**src/logic/rv_macros.svh**
```systemverilog
`ifndef RV_MACROS_SVH
`define RV_MACROS_SVH

`define XLEN        64
`define DMEM_WORDS  512
// word index width of the data RAM
`define DMEM_AW     9
`define RESET_PC    64'h0000_0000_0000_0000

`endif

```
**src/logic/reg_file.sv**
```systemverilog
`timescale 1ns/1ns
`default_nettype none
`include "rv_macros.svh"

module reg_file (
    input  wire               clk,
    input  wire               rst_n,
    input  wire               wen,
    input  wire [4:0]         waddr,
    input  wire [`XLEN-1:0]   wdata,
    input  wire [4:0]         raddr_a,
    input  wire [4:0]         raddr_b,
    output logic [`XLEN-1:0]  rdata_a,
    output logic [`XLEN-1:0]  rdata_b
);

    logic [`XLEN-1:0] regs [32];

    always_ff @(posedge clk) begin
        if (!rst_n) begin
            for (int i = 0; i < 32; i++) begin
                regs[i] <= '0;
            end
        end else if (wen) begin
            regs[waddr] <= wdata;
        end
    end

    // x0 reads as zero
    assign rdata_a = (raddr_a == 5'd0) ? '0 : regs[raddr_a];
    assign rdata_b = (raddr_b == 5'd0) ? '0 : regs[raddr_b];

endmodule

`default_nettype wire

```
**config.mk**
```make
export PLATFORM = sky130hd
export DESIGN_NAME = reg_file
export DESIGN_NICKNAME = d
export VERILOG_FILES = /design/src/logic/reg_file.sv
export VERILOG_INCLUDE_DIRS = /design/src /design/src/logic
export SDC_FILE = /design/constraint.sdc
export NUM_CORES = 2
export LEC_CHECK = 0
export BUFFER_PORTS_ARGS = -buffer_cell sky130_fd_sc_hd__buf_4
export CAP_MARGIN = 0
export CORE_MARGIN = 2
export CORE_UTILIZATION = 55
export DETAILED_ROUTE_END_ITERATION = 10
export HOLD_SLACK_MARGIN = 0.06
export PLACE_DENSITY_LB_ADDON = 0.1
export SLEW_MARGIN = 30
export SYNTH_ARGS = -nofsm -noshare
export SYNTH_HDL_FRONTEND = slang
export SYNTH_SLANG_ARGS = --single-unit
```
**constraint.sdc**
```tcl
create_clock -name clk -period 8.4 [get_ports clk]
set_input_delay 1.68 -clock clk [delete_from_list [all_inputs] [get_ports clk]]
set_output_delay 1.68 -clock clk [all_outputs]
set_load 0.01 [all_outputs]
```
* Word-level counts from Yosys, hierarchy flattened
Memory sizes are Yosys's and may differ from the RTL's. Cells that the tools add are included.
Operators by class: reduce and logical (&&, ||, !) cells 3, muxes and demuxes 9
Operator list (count):
- 2-to-1 mux 64 bit | 3
- OR reduction 64 bit | 1
- zero test 5 bit | 2
- 2-to-1 mux 1 bit | 5
- 2-to-1 mux 5 bit | 1
Word-level totals: memories kept 1, bits in registers 0, output and inout port bits 128, logic and storage cells 13, input bits 82, bits in writable memories 2048
Memory list:
- regs | depth 32, width 64, rd ports 2, clocked after Yosys merged registers in 0, wr ports 32, RTL line reg_file.sv:17 | logic [`XLEN-1:0] regs [32];

* Depth between registers and ports, before layout
depth after elaboration 5, mapped depth 10, gate-level depth less buffers 4

* Least setup slack after synthesis
Ideal clock, no wire load.
path type input -> register, start input port rst_n, end memory regs[24][0] (netlist bit), enable pin, buffers on the path 3, arrival time 7024 ps, required time 7825 ps, library setup time 575 ps, path slack 801 ps, stages on the path 6, path through buf_2 -> nand2_1 -> or3_1 -> clkbuf_1 -> buf_2 -> o21ai_0
RTL lines:
- start: declaration | RTL line reg_file.sv:7 | input wire rst_n,
- end: declaration | RTL line reg_file.sv:17

* Worst setup path after layout
start input port raddr_b[2], end output port rdata_b[31]
Between the ends: word-level cells in the longest chain between the ends 2, elaborated cells on any way between the ends 3, those cells by class 1 x mux; 1 x reduce/logical; 1 x memory
Ends and longest elaborated chain:
- start: declaration | RTL line reg_file.sv:12 | input wire [4:0] raddr_b,
- memory (32 x 64 bit) or zero test 5 bit (tied branches)
- 2-to-1 mux 64 bit (*) | RTL line reg_file.sv:31 | assign rdata_b = (raddr_b == 5'd0) ? '0 : regs[raddr_b];
- end: declaration | RTL line reg_file.sv:14 | output logic [`XLEN-1:0] rdata_b
Mark *: on every way between the ends. The rest lies on a longest branch, timed or not.

==> summary.txt <==
Status
  – Run status: finished clean

Synth
  – Synth unique cells: between 40 and 50
  – Syn_nets: 6988
  – Synth Warn #: 0
  – Most common cell in the netlist: and2_1
  – Top post-synthesis cells by area: edfxtp_1, mux4_2, and2_1
  – Cells after Synth: ~7000
  – Syn Area/Cell: 15.7 um2
  – Synthesized cell area: ~0.11 mm2
  – #FFs+latches synth: 2048
  – Top FF cell, synth: edfxtp_1
  – Post-synth EDFFs: 2048
  – Ys async rst share: 0%
  – Yosys top cell area share: 56.8%
  – Seq/Total Area, Yosys: 56.8%
  – Synth area leader: edfxtp_1
  – Synth top cells by count: and2_1, edfxtp_1, mux4_2, clkbuf_1, mux2i_1

Setup path
  – Arr. time, crit path: 5.21 ns
  – Slowest stage cell, crit path: a211oi_1
  – Worst stage delay on the critical path: a little over 0.9 ns
  – Crit end category: primary output
  – CP most frequent cell: buf_4
  – Startpoint Class: input port
  – Setup crit start: raddr_b[2]
  – Critical path cell sequence: buf_4 > or3b_4 > buf_4 > o22ai_1 > a211oi_1 > a211oi_1 > buf_4
  – Crit path kind: input port to primary output
  – Worst-path fanout max: 35
  – Req. time, crit path: 6.72 ns

Final layout
  – Fill count: 14200
  – # nets final: 6875
  – Max FFs per register: around 2000
  – Top reg by flops: regs
  – Post-route design area: 0.120 mm2
  – Fin util: 61.5%
  – Share of layout cells above drive strength 1: about a quarter
  – P&R area growth vs syn: 10.8%
  – Largest regs: regs x2048

Placed design
  – HPWL Detailed: 222000 um
  – Buffers added on ports: 209
  – GPL Wtd Cong: 0.868
  – Area post-placement: 0.113 mm2
  – Pre-CTS WS: 1.73 ns

Die
  – Die area: between 0.2 and 0.25 mm2
  – Initial Utilization: a little under three fifths
  – Rows: 162
  – Width of the chip: 448 um
  – I/O pins: 210
  – Core area: about 0.20 mm2
  – Die Y: 448 um

STA
  – Worst Slack Setup Final: 1.51 ns
  – Slew Limit Fails: 0
  – RSZ-0062 raised after global routing: false
  – Min Tclk post-route: between 6 and 7 ns
  – Setup-failing EPs final: 0
  – Fmax: 145 MHz
  – Worst-Margin Slew: 1.22 ns
  – Slew HR: roughly a fifth
  – Worst hold slack: 1.30 ns
  – Period utilization: between 80 and 90%
  – Final Hold Viols: 0
  – TNS Setup: 0 ns

Global routing
  – Total track usage: a little over 40%
  – Gr ovfl total: 0
  – Vias in the first global route: 69100
  – Initial antenna violation count: 80
  – Largest net degree at the start of global routing: 105
  – First-pass GRT wire length: about 560000 um

Clock network
  – H-tree Lvls: 4
  – Clock sink count: 2048
  – Resize count post-CTS: 0
  – Root Buffer: clkbuf_16
  – Post-CTS Repair Setup Buffers: 0
  – Num CTS Buffers: 216
  – Hold buffer count at CTS: 0
  – CTS tree: done
  – Clk pin slew, worst setup/hold paths: 0.06 ns
  – CTS Buffer Depth: 3

Power and ir drop
  – Leakage: 41.3 nW
  – Peak VDD IR: 234 uV
  – PwrDens: between 200 and 250 mW/mm2

Hold path
  – Hold Startpoint: wdata[0]
  – Hold crit path type: input port to register

Drt
  – Post-route antenna net violation count: 0
  – Pre-antenna DRT Iters: 8
  – Routed wire length per instance: ~43 um
  – Initial DRC Count: 14200
  – Via Count: 71100
  – DRC: 0
  – Via/cell ratio: about 7.4
  – Routed wire length: between 400000 and 500000 um

Run
  – Max-cap violations: 0
[critical path: cells and delay by family]
kind	cells	cell delay (ns)
buf+inv	3	1.32
simple gates	1	0.79
compound gates	3	1.23
[path summary, 6_finish.rpt]
kind / slack, ns / cells after the start / to
max: 1.51 / 7 / rdata_b[31]
min: 1.30 / 2 / regs[28][0]
[per-layer routing]
layer | global-route usage [%] | vias up | share of wire, %
met1 | 55.2 | 36500 | 33
met5 | 0 | - | 0.067
met4 | 21.2 | 44 | 5.8
met2 | 59.7 | 6686 | 44
li1 | - | 26600 | -
met3 | 14.6 | 1241 | 17
[power breakdown]
group / internal (mW) / switching, mW
registers: 11.8 / 0.279
logic: 1.29 / 1.90
clock network: 5.31 / 4.10
[through the flow]
| step | instances | total power [mW] |
|---|---|---|
| final | 9624 | 24.7 |
| after floorplan | 6906 | 14.1 |
| after detailed placement | 9198 | 15.4 |
| after global placement | 9186 | 15.3 |
| after global routing | 9594 | 25.1 |
| after CTS | 9585 | 24.6 |
[cell type report]
type | instances | area (um2) | share of cell area, %
antenna | 38 | 95.1 | 0.0793
sequential | 2048 | 61500 | 51.3
clock inverter | 105 | 913 | 0.761
tap | 2624 | 3280 | 2.74
inverter | 2 | 12.5 | 0.0104
timing repair buffer | 432 | 4220 | 3.52
multi-input combinational | 4093 | 44100 | 36.8
clock buffer | 282 | 5840 | 4.87
[kinds of logic (layout without fill, tap and decap cells)]
logic type	after synthesis	after routing	synth area share, %
buffers and inverters	765	821	3.10
other	0	38	0
and+or+nand+nor	2200	2200	12.5
DFF	2048	2048	56.8
AOI/OAI and AO/OA	527	527	3.56
muxes	1366	1366	24.0
[layout by cell type (no fill, tap or decap), types with 57 or more instances in the layout]
master and instances:
buf_4 353, clkbuf_16 225, clkbuf_1 57, o22ai_1 109, and2_1 2049, edfxtp_1 2048
a22oi_1 66, mux4_2 982, mux2i_1 354, buf_12 57, a211oi_1 129
(Power assumes the default switching activity.)
