--- src/logic/rv_macros.svh ---
`ifndef RV_MACROS_SVH
`define RV_MACROS_SVH

`define XLEN        64
`define DMEM_WORDS  512
// word index width of the data RAM
`define DMEM_AW     9
`define RESET_PC    64'h0000_0000_0000_0000

`endif

--- src/logic/rv_pkg.sv ---
`default_nettype none

package rv_pkg;

    // one value per supported instruction
    typedef enum logic [5:0] {
        OP_LUI, OP_AUIPC, OP_JAL, OP_JALR,
        OP_BEQ, OP_BNE, OP_BLT, OP_BGE, OP_BLTU, OP_BGEU,
        OP_LB, OP_LH, OP_LW, OP_LBU, OP_LHU, OP_LWU, OP_LD,
        OP_SB, OP_SH, OP_SW, OP_SD,
        OP_ADDI, OP_SLTI, OP_SLTIU, OP_XORI, OP_ORI, OP_ANDI,
        OP_SLLI, OP_SRLI, OP_SRAI,
        OP_ADD, OP_SUB, OP_SLL, OP_SLT, OP_SLTU,
        OP_XOR, OP_SRL, OP_SRA, OP_OR, OP_AND,
        OP_ADDIW, OP_ADDW, OP_SUBW,
        OP_MUL, OP_MULW, OP_DIVU, OP_REMU, OP_DIVW, OP_REMW,
        OP_EBREAK, OP_ILLEGAL
    } rv_op_e;

    typedef enum logic [3:0] {
        ALU_ADD, ALU_SUB, ALU_SLL, ALU_SLT, ALU_SLTU,
        ALU_XOR, ALU_SRL, ALU_SRA, ALU_OR, ALU_AND
    } alu_mode_e;

    typedef enum logic [1:0] {
        MEM_BYTE,
        MEM_HALF,
        MEM_WORD,
        MEM_DOUBLE
    } mem_size_e;

endpackage

`default_nettype wire

--- src/logic/inst_decode.sv ---
`timescale 1ns/1ns
`default_nettype none
`include "rv_macros.svh"

module inst_decode import rv_pkg::*; (
    input  wire [31:0]         inst,
    output rv_op_e             op,
    output logic [4:0]         rd,
    output logic [4:0]         rs1,
    output logic [4:0]         rs2,
    output logic [`XLEN-1:0]   imm_i,
    output logic [`XLEN-1:0]   imm_s,
    output logic [`XLEN-1:0]   imm_b,
    output logic [`XLEN-1:0]   imm_u,
    output logic [`XLEN-1:0]   imm_j,
    output logic [5:0]         shamt
);

    logic [6:0] opcode;
    logic [2:0] funct3;
    logic [6:0] funct7;

    assign opcode = inst[6:0];
    assign funct3 = inst[14:12];
    assign funct7 = inst[31:25];

    assign rd    = inst[11:7];
    assign rs1   = inst[19:15];
    assign rs2   = inst[24:20];
    assign shamt = inst[25:20];

    assign imm_i = {{(`XLEN-12){inst[31]}}, inst[31:20]};
    assign imm_s = {{(`XLEN-12){inst[31]}}, inst[31:25], inst[11:7]};
    assign imm_b = {{(`XLEN-13){inst[31]}}, inst[31], inst[7], inst[30:25], inst[11:8], 1'b0};
    assign imm_u = {{(`XLEN-32){inst[31]}}, inst[31:12], 12'b0};
    assign imm_j = {{(`XLEN-21){inst[31]}}, inst[31], inst[19:12], inst[20], inst[30:21], 1'b0};

    always_comb begin
        op = OP_ILLEGAL;
        case (opcode)
            7'b0110111: op = OP_LUI;
            7'b0010111: op = OP_AUIPC;
            7'b1101111: op = OP_JAL;
            7'b1100111: if (funct3 == 3'b000) op = OP_JALR;
            7'b1100011: begin
                case (funct3)
                    3'b000:  op = OP_BEQ;
                    3'b001:  op = OP_BNE;
                    3'b100:  op = OP_BLT;
                    3'b101:  op = OP_BGE;
                    3'b110:  op = OP_BLTU;
                    3'b111:  op = OP_BGEU;
                    default: op = OP_ILLEGAL;
                endcase
            end
            7'b0000011: begin
                case (funct3)
                    3'b000:  op = OP_LB;
                    3'b001:  op = OP_LH;
                    3'b010:  op = OP_LW;
                    3'b011:  op = OP_LD;
                    3'b100:  op = OP_LBU;
                    3'b101:  op = OP_LHU;
                    3'b110:  op = OP_LWU;
                    default: op = OP_ILLEGAL;
                endcase
            end
            7'b0100011: begin
                case (funct3)
                    3'b000:  op = OP_SB;
                    3'b001:  op = OP_SH;
                    3'b010:  op = OP_SW;
                    3'b011:  op = OP_SD;
                    default: op = OP_ILLEGAL;
                endcase
            end
            7'b0010011: begin
                case (funct3)
                    3'b000: op = OP_ADDI;
                    3'b010: op = OP_SLTI;
                    3'b011: op = OP_SLTIU;
                    3'b100: op = OP_XORI;
                    3'b110: op = OP_ORI;
                    3'b111: op = OP_ANDI;
                    // six-bit shamt leaves funct6 in the top bits
                    3'b001: if (funct7[6:1] == 6'b000000) op = OP_SLLI;
                    3'b101: begin
                        if (funct7[6:1] == 6'b000000) begin
                            op = OP_SRLI;
                        end else if (funct7[6:1] == 6'b010000) begin
                            op = OP_SRAI;
                        end
                    end
                    default: op = OP_ILLEGAL;
                endcase
            end
            7'b0110011: begin
                case ({funct7, funct3})
                    10'b0000000_000: op = OP_ADD;
                    10'b0100000_000: op = OP_SUB;
                    10'b0000000_001: op = OP_SLL;
                    10'b0000000_010: op = OP_SLT;
                    10'b0000000_011: op = OP_SLTU;
                    10'b0000000_100: op = OP_XOR;
                    10'b0000000_101: op = OP_SRL;
                    10'b0100000_101: op = OP_SRA;
                    10'b0000000_110: op = OP_OR;
                    10'b0000000_111: op = OP_AND;
                    10'b0000001_000: op = OP_MUL;
                    10'b0000001_101: op = OP_DIVU;
                    10'b0000001_111: op = OP_REMU;
                    default:         op = OP_ILLEGAL;
                endcase
            end
            7'b0011011: if (funct3 == 3'b000) op = OP_ADDIW;
            7'b0111011: begin
                case ({funct7, funct3})
                    10'b0000000_000: op = OP_ADDW;
                    10'b0100000_000: op = OP_SUBW;
                    10'b0000001_000: op = OP_MULW;
                    10'b0000001_100: op = OP_DIVW;
                    10'b0000001_110: op = OP_REMW;
                    default:         op = OP_ILLEGAL;
                endcase
            end
            7'b1110011: if (inst == 32'h0010_0073) op = OP_EBREAK;
            default: op = OP_ILLEGAL;
        endcase
    end

endmodule

`default_nettype wire

--- config.mk ---
export PLATFORM = sky130hd
export DESIGN_NAME = inst_decode
export DESIGN_NICKNAME = d
export VERILOG_FILES = /design/src/logic/rv_pkg.sv /design/src/logic/inst_decode.sv
export VERILOG_INCLUDE_DIRS = /design/src /design/src/logic
export SDC_FILE = /design/constraint.sdc
export NUM_CORES = 1
export LEC_CHECK = 0
export ABC_AREA = 1
export BUFFER_PORTS_ARGS = -buffer_cell sky130_fd_sc_hd__buf_2
export CAP_MARGIN = 20
export CORE_AREA = 2 2 148 150
export DETAILED_ROUTE_END_ITERATION = 10
export DIE_AREA = 0 0 150 152
export PLACE_DENSITY = 0.5
export SYNTH_ARGS = -nofsm -noshare
export SYNTH_HDL_FRONTEND = slang
export SYNTH_SLANG_ARGS = --single-unit
export TNS_END_PERCENT = 5
--- constraint.sdc ---
create_clock -name vclk -period 4.5
set_input_delay 1.125 -clock vclk [all_inputs]
set_output_delay 1.125 -clock vclk [all_outputs]
set_load 0.05 [all_outputs]
Yosys cells after proc, flatten, opt, wreduce, memory -nomap -nowiden
Cells that the tools add are included.
W data, S select, Z words.
Storage, ports and cells
  input port bits: 32
  output and inout bits: 347
  logic and storage cells: 51
  bits in registers: 0
Cells by class
  reduce and logical (&&, ||, !) cells: 3
  multiplexer cells: 13
  eq/ne operators: 35
Operators with widths (number)
  $pmux W6 S13: 1
  $pmux W6 S12: 1
  $eq A10 B4 Y1 const B: 5
  $pmux W6 S8: 1
  $pmux W6 S7: 1
  $eq A10 B3 Y1 const B: 4
  $pmux W6 S6: 1
  $eq A32 B21 Y1 const B: 1
  $eq A7 B6 Y1 const B: 4
  $eq A7 B7 Y1 const B: 4
  $pmux W5 S5: 1
  $mux W6: 4
  $pmux W6 S4: 1
  $eq A7 B5 Y1 const B: 3
  $eq A10 B2 Y1 const B: 2
  $eq A10 B9 Y1 const B: 2
  $eq A3 B3 Y1 const B: 4
  $eq A10 B1 Y1 const B: 1
  $logic_not A10 Y1: 1
  $eq A7 B2 Y1 const B: 1
  $eq A3 B2 Y1 const B: 2
  $eq A6 B5 Y1 const B: 1
  $logic_not A6 Y1: 1
  $mux W5: 1
  3 further kinds: 3

Logic depth before layout (Yosys ltp)
  depth after elaboration: 5
  gate-level depth with buffers: 12
  mapped depth without buffers: 12

Worst setup path before layout
Ideal clock, no wire load.
  kind: input to output
  start point: input inst[13]
  end point: output op[3]
  stages on the path: 8
  slack: 0.733 ns
  path buffers: 1
  data arrival time: 2.642 ns
  data required time: 3.375 ns
  cell sequence: buf_4 -> nor2_4 -> nand2_1 -> nor2_1 -> nand2_1 -> o21ai_1 -> nor2_1 -> o211ai_1
On the way
  cells in the longest elaborated chain, start to end: 3
  elaborated cells on any way between the ends: 30
  those cells by class: eq/ne: 21; mux: 7; reduce/logical: 2
RTL lines
  start, declared: RTL line inst_decode.sv:6  | input wire [31:0] inst,
  $eq A10 B4 Y1, or another cell as far along: RTL line inst_decode.sv:98  | case ({funct7, funct3})
  $pmux W6 S13, or another cell as far along: RTL line inst_decode.sv:98
  $pmux W6 S12 (*): RTL line inst_decode.sv:40  | case (opcode)
  end, declared: RTL line inst_decode.sv:7  | output rv_op_e op,
Mark *: on every way between the ends. The rest lies on a longest branch, timed or not.

Final worst setup path
  start point: input inst[31]
  end point: output op[3]
On the way
  cells in the longest elaborated chain, start to end: 5
  elaborated cells on any way between the ends: 24
  those cells by class: eq/ne: 15; mux: 7; reduce/logical: 2
RTL lines
  $eq A6 B5 Y1: RTL line inst_decode.sv:90  | end else if (funct7[6:1] == 6'b010000) begin
  $mux W6: RTL line inst_decode.sv:90
  $mux W6: RTL line inst_decode.sv:88  | if (funct7[6:1] == 6'b000000) begin
  $pmux W6 S8: RTL line inst_decode.sv:78  | case (funct3)
  $pmux W6 S12 (*): RTL line inst_decode.sv:40
Marks and branches as above.

==> impl_metrics.py <==
metrics = {
    "floorplan": {
        "io_pins": 379,
        "num_rows": 54,
        "core_area_mm2": 0.0214,
        "die_y_um": 152,
        "start_util": 0.170,
        "die-area_mm2": 0.0228,
        "die_x_um": 150,
    },
    "sta": {
        "period_share": 0.892,
        "rsz0062_at_grt": "false",
        "fin_crit_ns": 4.01,
        "maxSlewViolCount": 0,
        "fmax_ghz": 0.249,
        "hold_viol": 0,
        "slew_headroom": 0.470,
        "setup_viol": 0,
        "fin_worst_hold_slack_ns": 2.57,
        "tns_ns": 0,
        "fin_ws_ns": 0.487,
        "tightest_slew_ns": 0.795,
    },
    "placement": {
        "gp_congestion": 0.808,
        "place_ws_ns": 0.458,
        "numPortBuffers": 365,
        "hpwl_um": 6450,
    },
    "final_layout": {
        "drive_gt1_frac": 0.628,
        "regArea_um2": 0,
        "num_antenna_cells": 0,
        "synthToLayoutAreaGrowth_pct": -9.59,
        "clkbuf_count": 0,
        "flops_and_latches": 0,
        "nFillCells": 2528,
        "multi_input_area_um2": 961,
        "fin_nets": 647,
    },
    "global_routing": {
        "grt_pass1_vias": 2008,
        "grt_pass1_wl_um": 10600,
        "antenna_found_initial": 0,
        "grt_max_degree": 137,
        "grt_use_total": 0.0529,
        "grt_overflow_total": 0,
    },
    "route": {
        "drt_iter0_drc": 122,
        "antenna_left": 0,
        "routed_wl_um": 7450,
        "drcViolationCount": 0,
        "dr.pass1.iters": 4,
        "post_drt_wl_per_cell_um": 8.34,
        "via_per_inst": 3.18,
        "num_vias": 2838,
    },
    "cts": {
        "ctsResizeCount": 0,
        "postCtsHoldBufs": 0,
        "postCtsSetupRepairBufs": 0,
    },
    "logic_synthesis": {
        "seq_area_frac_synth": 0,
        "synth_compound_area_frac": 0.0324,
        "synth_area_per_cell_um2": 6.28,
        "synth_top_family_by_area": "buffers and inverters",
        "synthAdderAreaFrac": 0,
        "syn-cell-area_mm2": 0.00363,
        "netlist_instances": 578,
        "yosys_warnings": 0,
        "muxShareOfSynthArea": 0,
        "synthSimpleGateAreaFrac": 0.218,
        "ys_types": 26,
        "synth_xor_area_frac": 0,
    },
    "power_and_ir_drop": {
        "ir_drop_uv": 167,
        "swShare": 0.850,
        "seqPwrFrac": 0,
        "switchingPower_mw": 0.703,
        "clkPwrFrac": 0,
        "cellPowerDensity_mw_per_mm2": 252,
        "comb_power_share": 1.000,
        "leakage_nw": 2.09,
        "internal_power_mw": 0.124,
    },
    "setup_path": {
        "slowest_delay_ns": 0.29,
        "cp.required_ns": 3.38,
        "crit_top_cell": "nor2_4",
        "critical-path-slowest-cell": "nor2_4",
        "crit_chain": "buf_4 -> nor2_4 -> inv_2 -> nor2_4 -> nand2_1 -> o21ai_1 -> nor2_1 -> o211ai_1 -> buf_2",
        "worst-path-buf-inv": 3,
        "path_delay_family": "simple AND/OR/NAND/NOR gates",
        "end_kind": "output port",
        "cp_max_fo": 72,
        "crit_type": "input pin to output port",
        "cp-start-kind": "input pin",
        "arrival_ns": 2.89,
    },
    "job": {
        "maxCapViolations": 0,
    },
    "status": {
        "run_status": "finished, final reports clean",
    },
    "min_path": {
        "hold_path.class": "input pin to output port",
    },
}
==> cells by family after synthesis <==
logic type / count (synthesis)
simple gates: 180
buf+inv: 378
other cells: 1
compound gates: 19
==> power by group through the flow <==
stage | combinational (mW) | clock [mW] | sequential (mW)
2_1_floorplan | 0.864 | 0 | 0
3_3_place_gp | 0.832 | 0 | 0
3_5_place_dp | 0.831 | 0 | 0
4_1_cts | 0.832 | 0 | 0
5_1_grt | 0.861 | 0 | 0
6_report | 0.827 | 0 | 0
==> cells in the mapped netlist, drive strengths merged <==
master     n  area [µm²]
conb       1        3.75
nand3     32         165
nand3b     1        7.51
buf      345        2590
o2111ai    1        8.76
and2       1        6.26
nor2      55         234
o221ai     1        8.76
a21oi      7        35.0
nor3       6        30.0
o31ai      1        7.51
nand4      7        43.8
nor3b      1        7.51
nand2     77         297
o21ai      6        30.0
o211ai     3        27.5
inv       33         124
==> area by class of cell <==
class,count,area share
Tap cell,280,0.107
Inverter,33,0.0378
Timing Repair Buffer,367,0.562
Multi-Input combinational cell,213,0.293
==> cells in the final DEF (no fill, tap or decap), drive strengths merged <==
master and count:
buf 367, nand2 77, nor2 55, inv 33, nand3 32, conb 14, a21oi 7, nand4 7
nor3 6, o21ai 6, o211ai 3, o31ai 1, nor3b 1, nand3b 1, and2 1, o221ai 1
o2111ai 1
==> path summary, 6_finish.rpt <==
path,start,endpoint,slack (ns),cells past startpoint
worst max-delay path,inst[31],op[3],0.49,9
worst min-delay path,inst[10],rd[3],2.57,2
==> per-layer routing <==
metal / vias up / global-route usage / wire (µm)
li1: 1504 / - / -
met1: 1182 / 0.0743 / 3340
met2: 152 / 0.0957 / 3520
met3: 0 / 0.000901 / 589
met4: 0 / 0.000449 / 0
met5: - / 0 / 0
==> through the flow <==
step | instance area (µm²) | utilization | cells | total power, mW
2_1_floorplan | 3680 | - | 591 | 0.864
3_3_place_gp | 3280 | 0.154 | 893 | 0.832
3_5_place_dp | 3280 | 0.154 | 893 | 0.831
4_1_cts | 3280 | 0.154 | 893 | 0.832
5_1_grt | 3280 | 0.154 | 893 | 0.861
6_report | 3280 | 0.154 | 893 | 0.827
Note: power is estimated with default switching activity, not from simulation.
